File: src/hdl/rob_defines.svh
`ifndef ROB_DEFINES_SVH
`define ROB_DEFINES_SVH

// reorder buffer geometry
// depth must stay a power of two so the pointers wrap on their own
`define ROB_DEPTH 16
`define NICK_W    4

// processor widths
`define REG_W     5
`define DATA_W    32
`define ADDR_W    32

`endif

File: src/hdl/cpu_types_pkg.sv
`include "rob_defines.svh"

package cpu_types_pkg;

    typedef logic [`DATA_W-1:0] data_t;
    typedef logic [`ADDR_W-1:0] addr_t;
    typedef logic [`REG_W-1:0]  regnm_t;

    // instruction classes seen by the reorder buffer
    typedef enum logic [3:0] {
        OP_ALU    = 4'd0,
        OP_LOAD   = 4'd1,
        OP_SB     = 4'd2,
        OP_SH     = 4'd3,
        OP_SW     = 4'd4,
        OP_BRANCH = 4'd5,
        OP_JAL    = 4'd6
    } opcode_t;

endpackage

File: src/hdl/rob_pkg.sv
`include "rob_defines.svh"

package rob_pkg;

    // entry tag handed out at rename
    typedef logic [`NICK_W-1:0] nick_t;

    // one extra bit so a full buffer is distinct from an empty one
    typedef logic [`NICK_W:0] rob_cnt_t;

    typedef enum logic {
        COMMIT_RUN   = 1'b0,
        COMMIT_FLUSH = 1'b1
    } commit_state_t;

endpackage

File: src/hdl/rob_head_if.sv
`timescale 1ns/1ps

interface rob_head_if;
    import cpu_types_pkg::*;
    import rob_pkg::*;

    // head entry, table to commit
    logic   head_valid;
    logic   head_done;
    logic   head_store;
    logic   head_mispred;
    regnm_t head_regnm;
    data_t  head_data;
    addr_t  head_jpc;
    nick_t  head_nick;

    // requests back to the table
    logic   retire;
    logic   flush_all;

    modport tbl (
        output head_valid, head_done, head_store, head_mispred,
        output head_regnm, head_data, head_jpc, head_nick,
        input  retire, flush_all
    );

    modport commit (
        input  head_valid, head_done, head_store, head_mispred,
        input  head_regnm, head_data, head_jpc, head_nick,
        output retire, flush_all
    );

endinterface

File: src/hdl/rob_entry_table.sv
`timescale 1ns/1ps
`include "rob_defines.svh"

module rob_entry_table (
    input  logic                   clk,
    input  logic                   arst_n,
    input  logic                   alloc_valid,
    output logic                   alloc_ready,
    output rob_pkg::nick_t         alloc_nick,
    input  logic                   dp_valid,
    input  rob_pkg::nick_t         dp_nick,
    input  cpu_types_pkg::opcode_t dp_op,
    input  cpu_types_pkg::regnm_t  dp_regnm,
    input  logic                   dp_pd,
    input  logic                   ex_valid,
    input  rob_pkg::nick_t         ex_nick,
    input  cpu_types_pkg::data_t   ex_data,
    input  logic                   ex_ac,
    input  cpu_types_pkg::addr_t   ex_jpc,
    input  logic                   ld_valid,
    input  rob_pkg::nick_t         ld_nick,
    input  cpu_types_pkg::data_t   ld_data,
    rob_head_if.tbl                head
);
    import cpu_types_pkg::*;
    import rob_pkg::*;

    localparam int DEPTH = `ROB_DEPTH;

    // per-entry control bits
    logic [DEPTH-1:0] occupied;
    logic [DEPTH-1:0] dispatched;
    logic [DEPTH-1:0] done;
    logic [DEPTH-1:0] store;

    // per-entry payload
    logic [DEPTH-1:0] pd;
    logic [DEPTH-1:0] ac;
    regnm_t           regnm [DEPTH];
    data_t            data  [DEPTH];
    addr_t            jpc   [DEPTH];

    nick_t    head_ptr;
    nick_t    tail_ptr;
    rob_cnt_t count;

    logic alloc_fire;
    logic dp_store;
    logic ex_take;
    logic ld_take;

    assign alloc_ready = (count != rob_cnt_t'(DEPTH)) && !head.flush_all;
    assign alloc_nick  = tail_ptr;
    assign alloc_fire  = alloc_valid && alloc_ready;

    assign dp_store = dp_op inside {OP_SB, OP_SH, OP_SW};

    // completions to a free slot or during a flush are dropped
    assign ex_take = ex_valid && occupied[ex_nick] && !head.flush_all;
    assign ld_take = ld_valid && occupied[ld_nick] && !head.flush_all;

    always_ff @(posedge clk or negedge arst_n) begin
        if (!arst_n) begin
            occupied   <= '0;
            dispatched <= '0;
            done       <= '0;
            store      <= '0;
            head_ptr   <= '0;
            tail_ptr   <= '0;
            count      <= '0;
        end else if (head.flush_all) begin
            occupied   <= '0;
            dispatched <= '0;
            done       <= '0;
            store      <= '0;
            head_ptr   <= '0;
            tail_ptr   <= '0;
            count      <= '0;
        end else begin
            if (alloc_fire) begin
                occupied[tail_ptr]   <= 1'b1;
                dispatched[tail_ptr] <= 1'b0;
                done[tail_ptr]       <= 1'b0;
                store[tail_ptr]      <= 1'b0;
                tail_ptr             <= tail_ptr + 1'b1;
            end

            if (dp_valid) begin
                dispatched[dp_nick] <= 1'b1;
                store[dp_nick]      <= dp_store;
            end

            if (ex_take) begin
                done[ex_nick] <= 1'b1;
            end
            if (ld_take) begin
                done[ld_nick] <= 1'b1;
            end

            // pop the head
            if (head.retire) begin
                occupied[head_ptr]   <= 1'b0;
                dispatched[head_ptr] <= 1'b0;
                done[head_ptr]       <= 1'b0;
                store[head_ptr]      <= 1'b0;
                head_ptr             <= head_ptr + 1'b1;
            end

            case ({alloc_fire, head.retire})
                2'b10:   count <= count + 1'b1;
                2'b01:   count <= count - 1'b1;
                default: count <= count;
            endcase
        end
    end

    always_ff @(posedge clk) begin
        // a fresh entry starts as not taken
        if (alloc_fire) begin
            ac[tail_ptr] <= 1'b0;
        end

        if (dp_valid) begin
            regnm[dp_nick] <= dp_regnm;
            pd[dp_nick]    <= dp_pd;
        end

        if (ex_take) begin
            data[ex_nick] <= ex_data;
            ac[ex_nick]   <= ex_ac;
            jpc[ex_nick]  <= ex_jpc;
        end

        if (ld_take) begin
            data[ld_nick] <= ld_data;
        end
    end

    // head view, valid only once dispatch has filled in the class
    assign head.head_valid   = occupied[head_ptr] && dispatched[head_ptr];
    assign head.head_done    = done[head_ptr];
    assign head.head_store   = store[head_ptr];
    assign head.head_mispred = pd[head_ptr] ^ ac[head_ptr];
    assign head.head_regnm   = regnm[head_ptr];
    assign head.head_data    = data[head_ptr];
    assign head.head_jpc     = jpc[head_ptr];
    assign head.head_nick    = head_ptr;

endmodule

File: src/hdl/rob_commit_ctrl.sv
`timescale 1ns/1ps

module rob_commit_ctrl (
    input  logic                  clk,
    input  logic                  arst_n,
    rob_head_if.commit            head,
    output logic                  rf_valid,
    output cpu_types_pkg::regnm_t rf_regnm,
    output cpu_types_pkg::data_t  rf_data,
    output rob_pkg::nick_t        rf_nick,
    output logic                  store_valid,
    output rob_pkg::nick_t        store_nick,
    input  logic                  store_ready,
    output logic                  flush,
    output cpu_types_pkg::addr_t  redirect_pc
);
    import cpu_types_pkg::*;
    import rob_pkg::*;

    commit_state_t state;
    commit_state_t state_nx;
    addr_t         jpc_q;

    logic head_ready;
    logic mispred_retire;

    // stores leave without waiting for a completion
    assign head_ready = (state == COMMIT_RUN) && head.head_valid
                        && (head.head_store || head.head_done);

    assign rf_valid    = head_ready && !head.head_store;
    assign rf_regnm    = head.head_regnm;
    assign rf_data     = head.head_data;
    assign rf_nick     = head.head_nick;

    assign store_valid = head_ready && head.head_store;
    assign store_nick  = head.head_nick;

    assign head.retire = rf_valid || (store_valid && store_ready);

    // the branch still writes its register before the flush
    assign mispred_retire = rf_valid && head.head_mispred;

    always_comb begin
        state_nx = state;
        case (state)
            COMMIT_RUN: begin
                if (mispred_retire) begin
                    state_nx = COMMIT_FLUSH;
                end
            end
            COMMIT_FLUSH: begin
                state_nx = COMMIT_RUN;
            end
            default: begin
                state_nx = COMMIT_RUN;
            end
        endcase
    end

    always_ff @(posedge clk or negedge arst_n) begin
        if (!arst_n) begin
            state <= COMMIT_RUN;
        end else begin
            state <= state_nx;
        end
    end

    // redirect target of the retiring branch
    always_ff @(posedge clk) begin
        if (mispred_retire) begin
            jpc_q <= head.head_jpc;
        end
    end

    assign flush          = (state == COMMIT_FLUSH);
    assign redirect_pc    = jpc_q;
    assign head.flush_all = flush;

endmodule

File: src/hdl/rob_top.sv
`timescale 1ns/1ps

module rob_top (
    input  logic                   clk,
    input  logic                   arst_n,

    // allocation at rename
    input  logic                   alloc_valid,
    output logic                   alloc_ready,
    output rob_pkg::nick_t         alloc_nick,

    // dispatch
    input  logic                   dp_valid,
    input  rob_pkg::nick_t         dp_nick,
    input  cpu_types_pkg::opcode_t dp_op,
    input  cpu_types_pkg::regnm_t  dp_regnm,
    input  logic                   dp_pd,

    // execution unit
    input  logic                   ex_valid,
    input  rob_pkg::nick_t         ex_nick,
    input  cpu_types_pkg::data_t   ex_data,
    input  logic                   ex_ac,
    input  cpu_types_pkg::addr_t   ex_jpc,

    // load unit
    input  logic                   ld_valid,
    input  rob_pkg::nick_t         ld_nick,
    input  cpu_types_pkg::data_t   ld_data,

    // register file write
    output logic                   rf_valid,
    output cpu_types_pkg::regnm_t  rf_regnm,
    output cpu_types_pkg::data_t   rf_data,
    output rob_pkg::nick_t         rf_nick,

    // store buffer release
    output logic                   store_valid,
    output rob_pkg::nick_t         store_nick,
    input  logic                   store_ready,

    // fetch redirect
    output logic                   flush,
    output cpu_types_pkg::addr_t   redirect_pc
);

    rob_head_if u_head_if ();

    rob_entry_table u_table (
        .clk         (clk),
        .arst_n      (arst_n),
        .alloc_valid (alloc_valid),
        .alloc_ready (alloc_ready),
        .alloc_nick  (alloc_nick),
        .dp_valid    (dp_valid),
        .dp_nick     (dp_nick),
        .dp_op       (dp_op),
        .dp_regnm    (dp_regnm),
        .dp_pd       (dp_pd),
        .ex_valid    (ex_valid),
        .ex_nick     (ex_nick),
        .ex_data     (ex_data),
        .ex_ac       (ex_ac),
        .ex_jpc      (ex_jpc),
        .ld_valid    (ld_valid),
        .ld_nick     (ld_nick),
        .ld_data     (ld_data),
        .head        (u_head_if.tbl)
    );

    rob_commit_ctrl u_commit (
        .clk         (clk),
        .arst_n      (arst_n),
        .head        (u_head_if.commit),
        .rf_valid    (rf_valid),
        .rf_regnm    (rf_regnm),
        .rf_data     (rf_data),
        .rf_nick     (rf_nick),
        .store_valid (store_valid),
        .store_nick  (store_nick),
        .store_ready (store_ready),
        .flush       (flush),
        .redirect_pc (redirect_pc)
    );

endmodule

File: config.mk
export PLATFORM = sky130hd
export DESIGN_NAME = rob_top
export DESIGN_NICKNAME = d
export VERILOG_FILES = /design/src/hdl/cpu_types_pkg.sv /design/src/hdl/rob_pkg.sv /design/src/hdl/rob_head_if.sv /design/src/hdl/rob_entry_table.sv /design/src/hdl/rob_commit_ctrl.sv /design/src/hdl/rob_top.sv
export VERILOG_INCLUDE_DIRS = /design/src /design/src/hdl
export SDC_FILE = /design/constraint.sdc
export NUM_CORES = 2
export LEC_CHECK = 0
export BUFFER_PORTS_ARGS = -buffer_cell sky130_fd_sc_hd__buf_2
export CAP_MARGIN = 20
export CORE_MARGIN = 10
export CORE_UTILIZATION = 55
export CTS_BUF_LIST = sky130_fd_sc_hd__clkbuf_2
export DETAILED_ROUTE_END_ITERATION = 10
export PLACE_DENSITY = 0.71
export SYNTH_ARGS = -nofsm -noshare
export SYNTH_HDL_FRONTEND = slang
export SYNTH_SLANG_ARGS = --single-unit
export TNS_END_PERCENT = 50
File: constraint.sdc
create_clock -name clk -period 8.1 [get_ports clk]
set_input_delay 1.215 -clock clk [delete_from_list [all_inputs] [get_ports clk]]
set_output_delay 1.215 -clock clk [all_outputs]
set_load 0.01 [all_outputs]
; Yosys cells after proc, flatten, opt, wreduce, memory -nomap -nowiden
; Memories as Yosys holds them, arrays and structs flattened. A register that Yosys moved wholly into a read port is not among the register bits.
; Index checks and enable logic that the tools add are counted.
[totals]
regBits = 110
ram_bits = 1104
out_inout_bits = 85
memories = 3
[mem_list]
columns = name, words, width, rd, rd_clocked_by_memory_dff, write_ports, line
row1 = u_table.data, 16, 32, 1, 0, 2, rob_entry_table.sv:40  ; data_t data [DEPTH];
row2 = u_table.jpc, 16, 32, 1, 1, 1, rob_entry_table.sv:41  ; addr_t jpc [DEPTH];
row3 = u_table.regnm, 16, 5, 1, 0, 1, rob_entry_table.sv:39  ; regnm_t regnm [DEPTH];
[op_classes]
addsub = 4
order_cmp = 10
n_eq_ne = 6
mux = 69
n_bitwise = 16
reduce_logical = 26
[ops]
columns = cell, n
row1 = 2-to-1 mux 16 bit, 26
row2 = AND 16 bit, 8
row3 = bitwise OR 16 bit, 4
row4 = bitwise mux 16 bit, 3
row5 = binary-select mux 1 bit (select 4 bit), 8
row6 = inverter 16 bit, 2
row7 = "less-than comparator 4 x 5 -> 1 bit, second input constant", 5
row8 = demux 1 bit (select 4 bit), 5
row9 = "greater-or-equal comparator 4 x 1 -> 1 bit, second input constant", 5
row10 = 2-to-1 mux 1 bit, 20
row11 = logical AND 1 bit, 18
row12 = 2-to-1 mux 4 bit, 4
row13 = one-hot mux 5 bit (2 select lines), 1
row14 = "adder 4 x 1 -> 4 bit, second input constant", 2
row15 = "equality test 4 x 2 -> 1 bit, second input constant", 2
row16 = nonzero test 3 bit, 2
row17 = "adder 5 x 1 -> 5 bit, second input constant", 1
row18 = 2-to-1 mux 5 bit, 1
row19 = "!= test 5 bit, second input constant", 1
row20 = "subtractor 5 x 1 -> 5 bit, second input constant", 1
row21 = "equality test 4 x 3 -> 1 bit, second input constant", 1
row22 = nonzero test 2 bit, 2
row23 = "equality test 2 x 1 -> 1 bit, second input constant", 1
row24 = "equality test 2 bit, second input constant", 1
row25 = 5 further kinds, 7

; Longest topological paths before layout
[depth]
word_depth = 17
depth_mapped = 19
ltp_nobuf = 14

; By module
; A second synthesis with hierarchy kept.
[unflattened]
cells_unflattened = 2845
hier_area_um2 = 54820.1
[modules_own_cells]
columns = module, n_inst, cells_per_inst, area_each_um2
row1 = rob_entry_table, 1, 2760, 53436.2
row2 = rob_commit_ctrl, 1, 85, 1383.8

; Worst setup path after synthesis
; No wires, ideal clock.
[synth_path]
path_type = register -> register
start = reg u_table.head_ptr[0], in the netlist u_table.head.head_nick[0]
end = reg u_table.count[4]
setup_time_ps = 79
arrival_ps = 4090
required_ps = 8021
path_slack_ps = 3932
stages_incl_launch_ff = 19
n_path_buf = 4
period_less_slack_ps = 4168
cell_sequence = dfrtp_1 buf_4 mux4_2 a22o_1 nor2_1 mux2_4 and2_4 buf_6 buf_2 ha_1 clkbuf_1 xor2_1 ha_1 o21a_1 o21ai_0 o21bai_1 xnor2_1 or3_1 a21oi_1
[synth_via]
elab_chain_cells = 11
word_cells_on_any_way = 22
classes_between = eq/ne (2) / mux (10) / reduce/logical (10)
[synth_rtl]
columns = item, line
row1 = start: declaration, rob_entry_table.sv:43  ; nick_t head_ptr;
row2 = start signal: assignment, rob_entry_table.sv:106  ; head_ptr <= head_ptr + 1'b1;
row3 = binary-select mux 1 bit (select 4 bit), rob_entry_table.sv:140  ; assign head.head_valid = occupied[head_ptr] && dispatched[head_ptr];
row4 = 2-to-1 mux 1 bit (not written as such), rob_entry_table.sv:140
row5 = logical AND 1 bit, rob_entry_table.sv:140
row6 = logical AND 1 bit, rob_commit_ctrl.sv:28  ; assign head_ready = (state == COMMIT_RUN) && head.head_valid
row7 = logical AND 1 bit, rob_commit_ctrl.sv:29  ; && (head.head_store || head.head_done);
row8 = logical AND 1 bit, rob_commit_ctrl.sv:36  ; assign store_valid = head_ready && head.head_store;
row9 = logical AND 1 bit, rob_commit_ctrl.sv:39  ; assign head.retire = rf_valid || (store_valid && store_ready);
row10 = logical OR 1 bit (*), rob_commit_ctrl.sv:39
row11 = equality test 2 x 1 -> 1 bit / equality test 2 bit (equally long branches), rob_entry_table.sv:109  ; case ({alloc_fire, head.retire})
row12 = one-hot mux 5 bit (2 select lines), rob_entry_table.sv:109
row13 = 2-to-1 mux 5 bit, rob_entry_table.sv:71  ; end else if (head.flush_all) begin
row14 = end signal: assignment, rob_entry_table.sv:110  ; 2'b10: count <= count + 1'b1;
row15 = end signal: assignment, rob_entry_table.sv:111  ; 2'b01: count <= count - 1'b1;
row16 = end signal: assignment, rob_entry_table.sv:112  ; default: count <= count;
row17 = end: declaration, rob_entry_table.sv:45  ; rob_cnt_t count;
; Mark *: on every way between the ends. The rest lies on a longest branch, timed or not. The select of a mux whose other input is x is not followed.
; A chain may end at the register's enable or synchronous reset.

; Worst setup path after layout
[layout_path]
start = reg u_table.head_ptr[1], in the netlist u_table.head.head_nick[1]
end = out rf_data[1]
[layout_via]
elab_chain_cells = 1
[layout_rtl]
columns = item, line
row1 = memory (16 x 32 bit), -
row2 = end: declaration, rob_top.sv:34  ; output cpu_types_pkg::data_t rf_data,
; Every way passes these cells.

==> metrics.txt <==
pre-CTS setup slack 2.62 ns; worst path required time 6.88 ns; First DRT Iteration DRCs 3101; dpl hpwl 71000 um; Ys Warns 0; Worst Tran Pin Value 1.19 ns; largest net degree at the start of global routing 173; Tmin final 6.08 ns; FMAX 0.165 GHz; Avg WL per Cell 29.7 um; Root Buffer clkbuf_2; startpoint types flip-flop; LEAKAGE 20.2 nW; Post-route DRC 0; crit path kind reg -> out; number of buffers and inverters on the critical path 2; total power divided by cell area 286 nW/um2; post-synthesis sequential area ratio 67.3%; Post-Layout Cell Count 4686; cell area after synthesis 54800 um2; Post-synth EDFFs 1152; H-Tree Level Count 5; post-CTS sizing 0; WL met3 11700 um; MaxCap Viol Count 0; final period utilization 75.0%; num rows 115; final setup fails 0; Overall Global Routing Usage 24.8%; Max FO, Critical Path 172; Layout fillers 7111; Critical-path top delay cell dfrtp_4; die width 336 um; IO Pins 211; vias per cell 6.38; Hold Crit Class in -> async; core area 98600 um2; initial core utilization 55.6%; setup TNS 0 ns; asr flop ratio synth 6.26%; top sig layer met5; worst clock skew 0.117 ns; critical path endpoint category primary output; CP top delay family flip-flops; WP data arrival 4.86 ns; Worst-Skew Late Latency 1.59 ns; fin. max-slew vios 0; Placer Congestion 0.921; DRT antenna net count 0; Seq cells post-synth 1246; CP Cell Sequence buf_12 > mux4_2 > mux4_2 > buf_2; Die ar. 113000 um2; post-CTS setup buffer count 0; chip height 336 um; CTS Buf Count 328; Synth cell types 51; slowest cell delay on critical path 1.13 ns; status finished clean; Detailed Routing Iterations Pass 1 6; Final Hold Viols 0; ys flop type edfxtp_1; clock transition at the registers of the reported paths 0.09 ns; Syn Inst Count 2791; Max VDD drop 0.330 mV; Layout area overhead 9.83%; worst rel slew slack 20.8%; hold_buf cts 42; antenna violations before repair 34; Sink Count 1246; unrepaired setup endpoints after global routing no; first-pass GRT wire length 205000 um; Metal-1 WL 52200 um; synthesized net count 2929; Final nets 3322; Clock Tree Buf Depth 4; Routed WL 139000 um; most frequent cells in the layout 1152 x edfxtp_1, 524 x mux2_2, 476 x clkbuf_2, 368 x mux4_2, 210 x buf_2; final worst slack 2.02 ns; Via Count 29900; commonest non-fill, non-tap cell in the layout edfxtp_1; CTS tree yes; Synth Area per Inst 19.6 um2; Buffers on Ports 210; GR Overflow Total 0; share of layout cells above drive strength 1 51.5%; vias in the first global route 31700; most frequent cell on the critical path mux4_2; met2 wire len 70900 um; Placed Instances 4095
==> layer usage <==
metal | global-route usage, % | vias up
met3 | 5.96 | 318
met1 | 31.0 | 15600
met5 | 0 | -
met4 | 9.61 | 30
li1 | - | 12500
met2 | 41.6 | 1467
==> synth_stat cells, types with 13 or more instances <==
library cell | instances | share of area [%]
a311oi_1 | 41 | 0.66
and3_1 | 18 | 0.21
buf_2 | 39 | 0.36
nand2b_1 | 13 | 0.15
edfxtp_1 | 1152 | 63
clkbuf_1 | 188 | 1.3
mux2_2 | 524 | 11
buf_1 | 18 | 0.12
o21ai_0 | 23 | 0.21
nor2_1 | 17 | 0.12
a21oi_1 | 58 | 0.53
inv_1 | 18 | 0.12
a311oi_2 | 20 | 0.55
dfxtp_1 | 16 | 0.58
dfrtp_1 | 78 | 3.6
nand3_1 | 24 | 0.22
nand2_1 | 57 | 0.39
mux4_2 | 368 | 15
==> cell families (layout without fill, tap and decap cells) <==
kind of cell,after synthesis,count (layout),share of synthesized area [%]
adder cells (fa/ha/maj),12,12,0.274
AO/OA/AOI/OAI,170,170,2.35
XOR/XNOR,6,6,0.0959
flip-flops,1246,1246,67.3
AND/OR/NAND/NOR,181,181,1.73
other,0,21,0
multiplexers,901,901,26.2
buffers and inverters,275,862,2.09
==> flip-flops by register name, indices dropped and copies added, names as in the netlist <==
register,cells
u_table.count,5
u_table.alloc_nick,4
u_table.pd,16
u_table.store,16
u_table.jpc,512
u_table.ac,16
u_commit.redirect_pc,32
u_table.dispatched,16
u_commit.flush,1
u_table.occupied,16
u_table.done,16
u_table.data,512
u_table.regnm,80
u_table.head.head_nick,4
==> layout make-up <==
cell class	instances	area (um2)	area share, %
antenna	21	52.6	0.0873
multi-input combinational	1270	16900	28.0
clock buffer	476	2380	3.96
clock inverter	48	249	0.414
inverter	18	72.6	0.121
tap	1287	1610	2.68
sequential	1246	36900	61.3
timing repair buffer	320	2070	3.44
==> final timing paths <==
kind	start	slack (ns)	end	depth (start not counted)
worst max-delay path	u_table.head.head_nick[1]	2.02	rf_data[1]	4
worst min-delay path	arst_n	0.17	u_table.count[0]	3
worst max register to register	u_table.head.head_nick[0]	2.60	u_table.count[4]	15
worst min register to register	u_table.ac[13]	0.48	u_table.ac[13]	2
max in group asynchronous	arst_n	7.35	u_commit.flush	4
min in group clk	ld_data[1]	0.17	u_table.data[12][1]	2
==> worst min-delay path: cells and delay by family <==
kind                   cells  cell delay (ns)
buffers and inverters      3             0.79
==> report_power, final <==
| group | total [mW] | leakage [nW] | switching (mW) | internal (mW) |
|---|---|---|---|---|
| combinational | 5.27 | 6.62 | 2.61 | 2.66 |
| clock | 4.02 | 2.10 | 2.42 | 1.60 |
| sequential | 7.94 | 11.5 | 0.444 | 7.50 |
==> per-stage QoR <==
stage / cell area, um2 / hold slack, ns / total power [mW] / utilization (%)
6_report: 60200 / 0.170 / 17.2 / 61.0
5_1_grt: 60100 / 0.0184 / 18.1 / 61.0
4_1_cts: 60000 / 0.0202 / 17.4 / 60.9
3_5_place_dp: 57000 / 0.461 / 13.4 / 57.8
3_3_place_gp: 57000 / 0.447 / 13.2 / 57.8
2_1_floorplan: 54800 / 0.432 / 11.8 / -
Note: power is estimated with default switching activity, not from simulation.
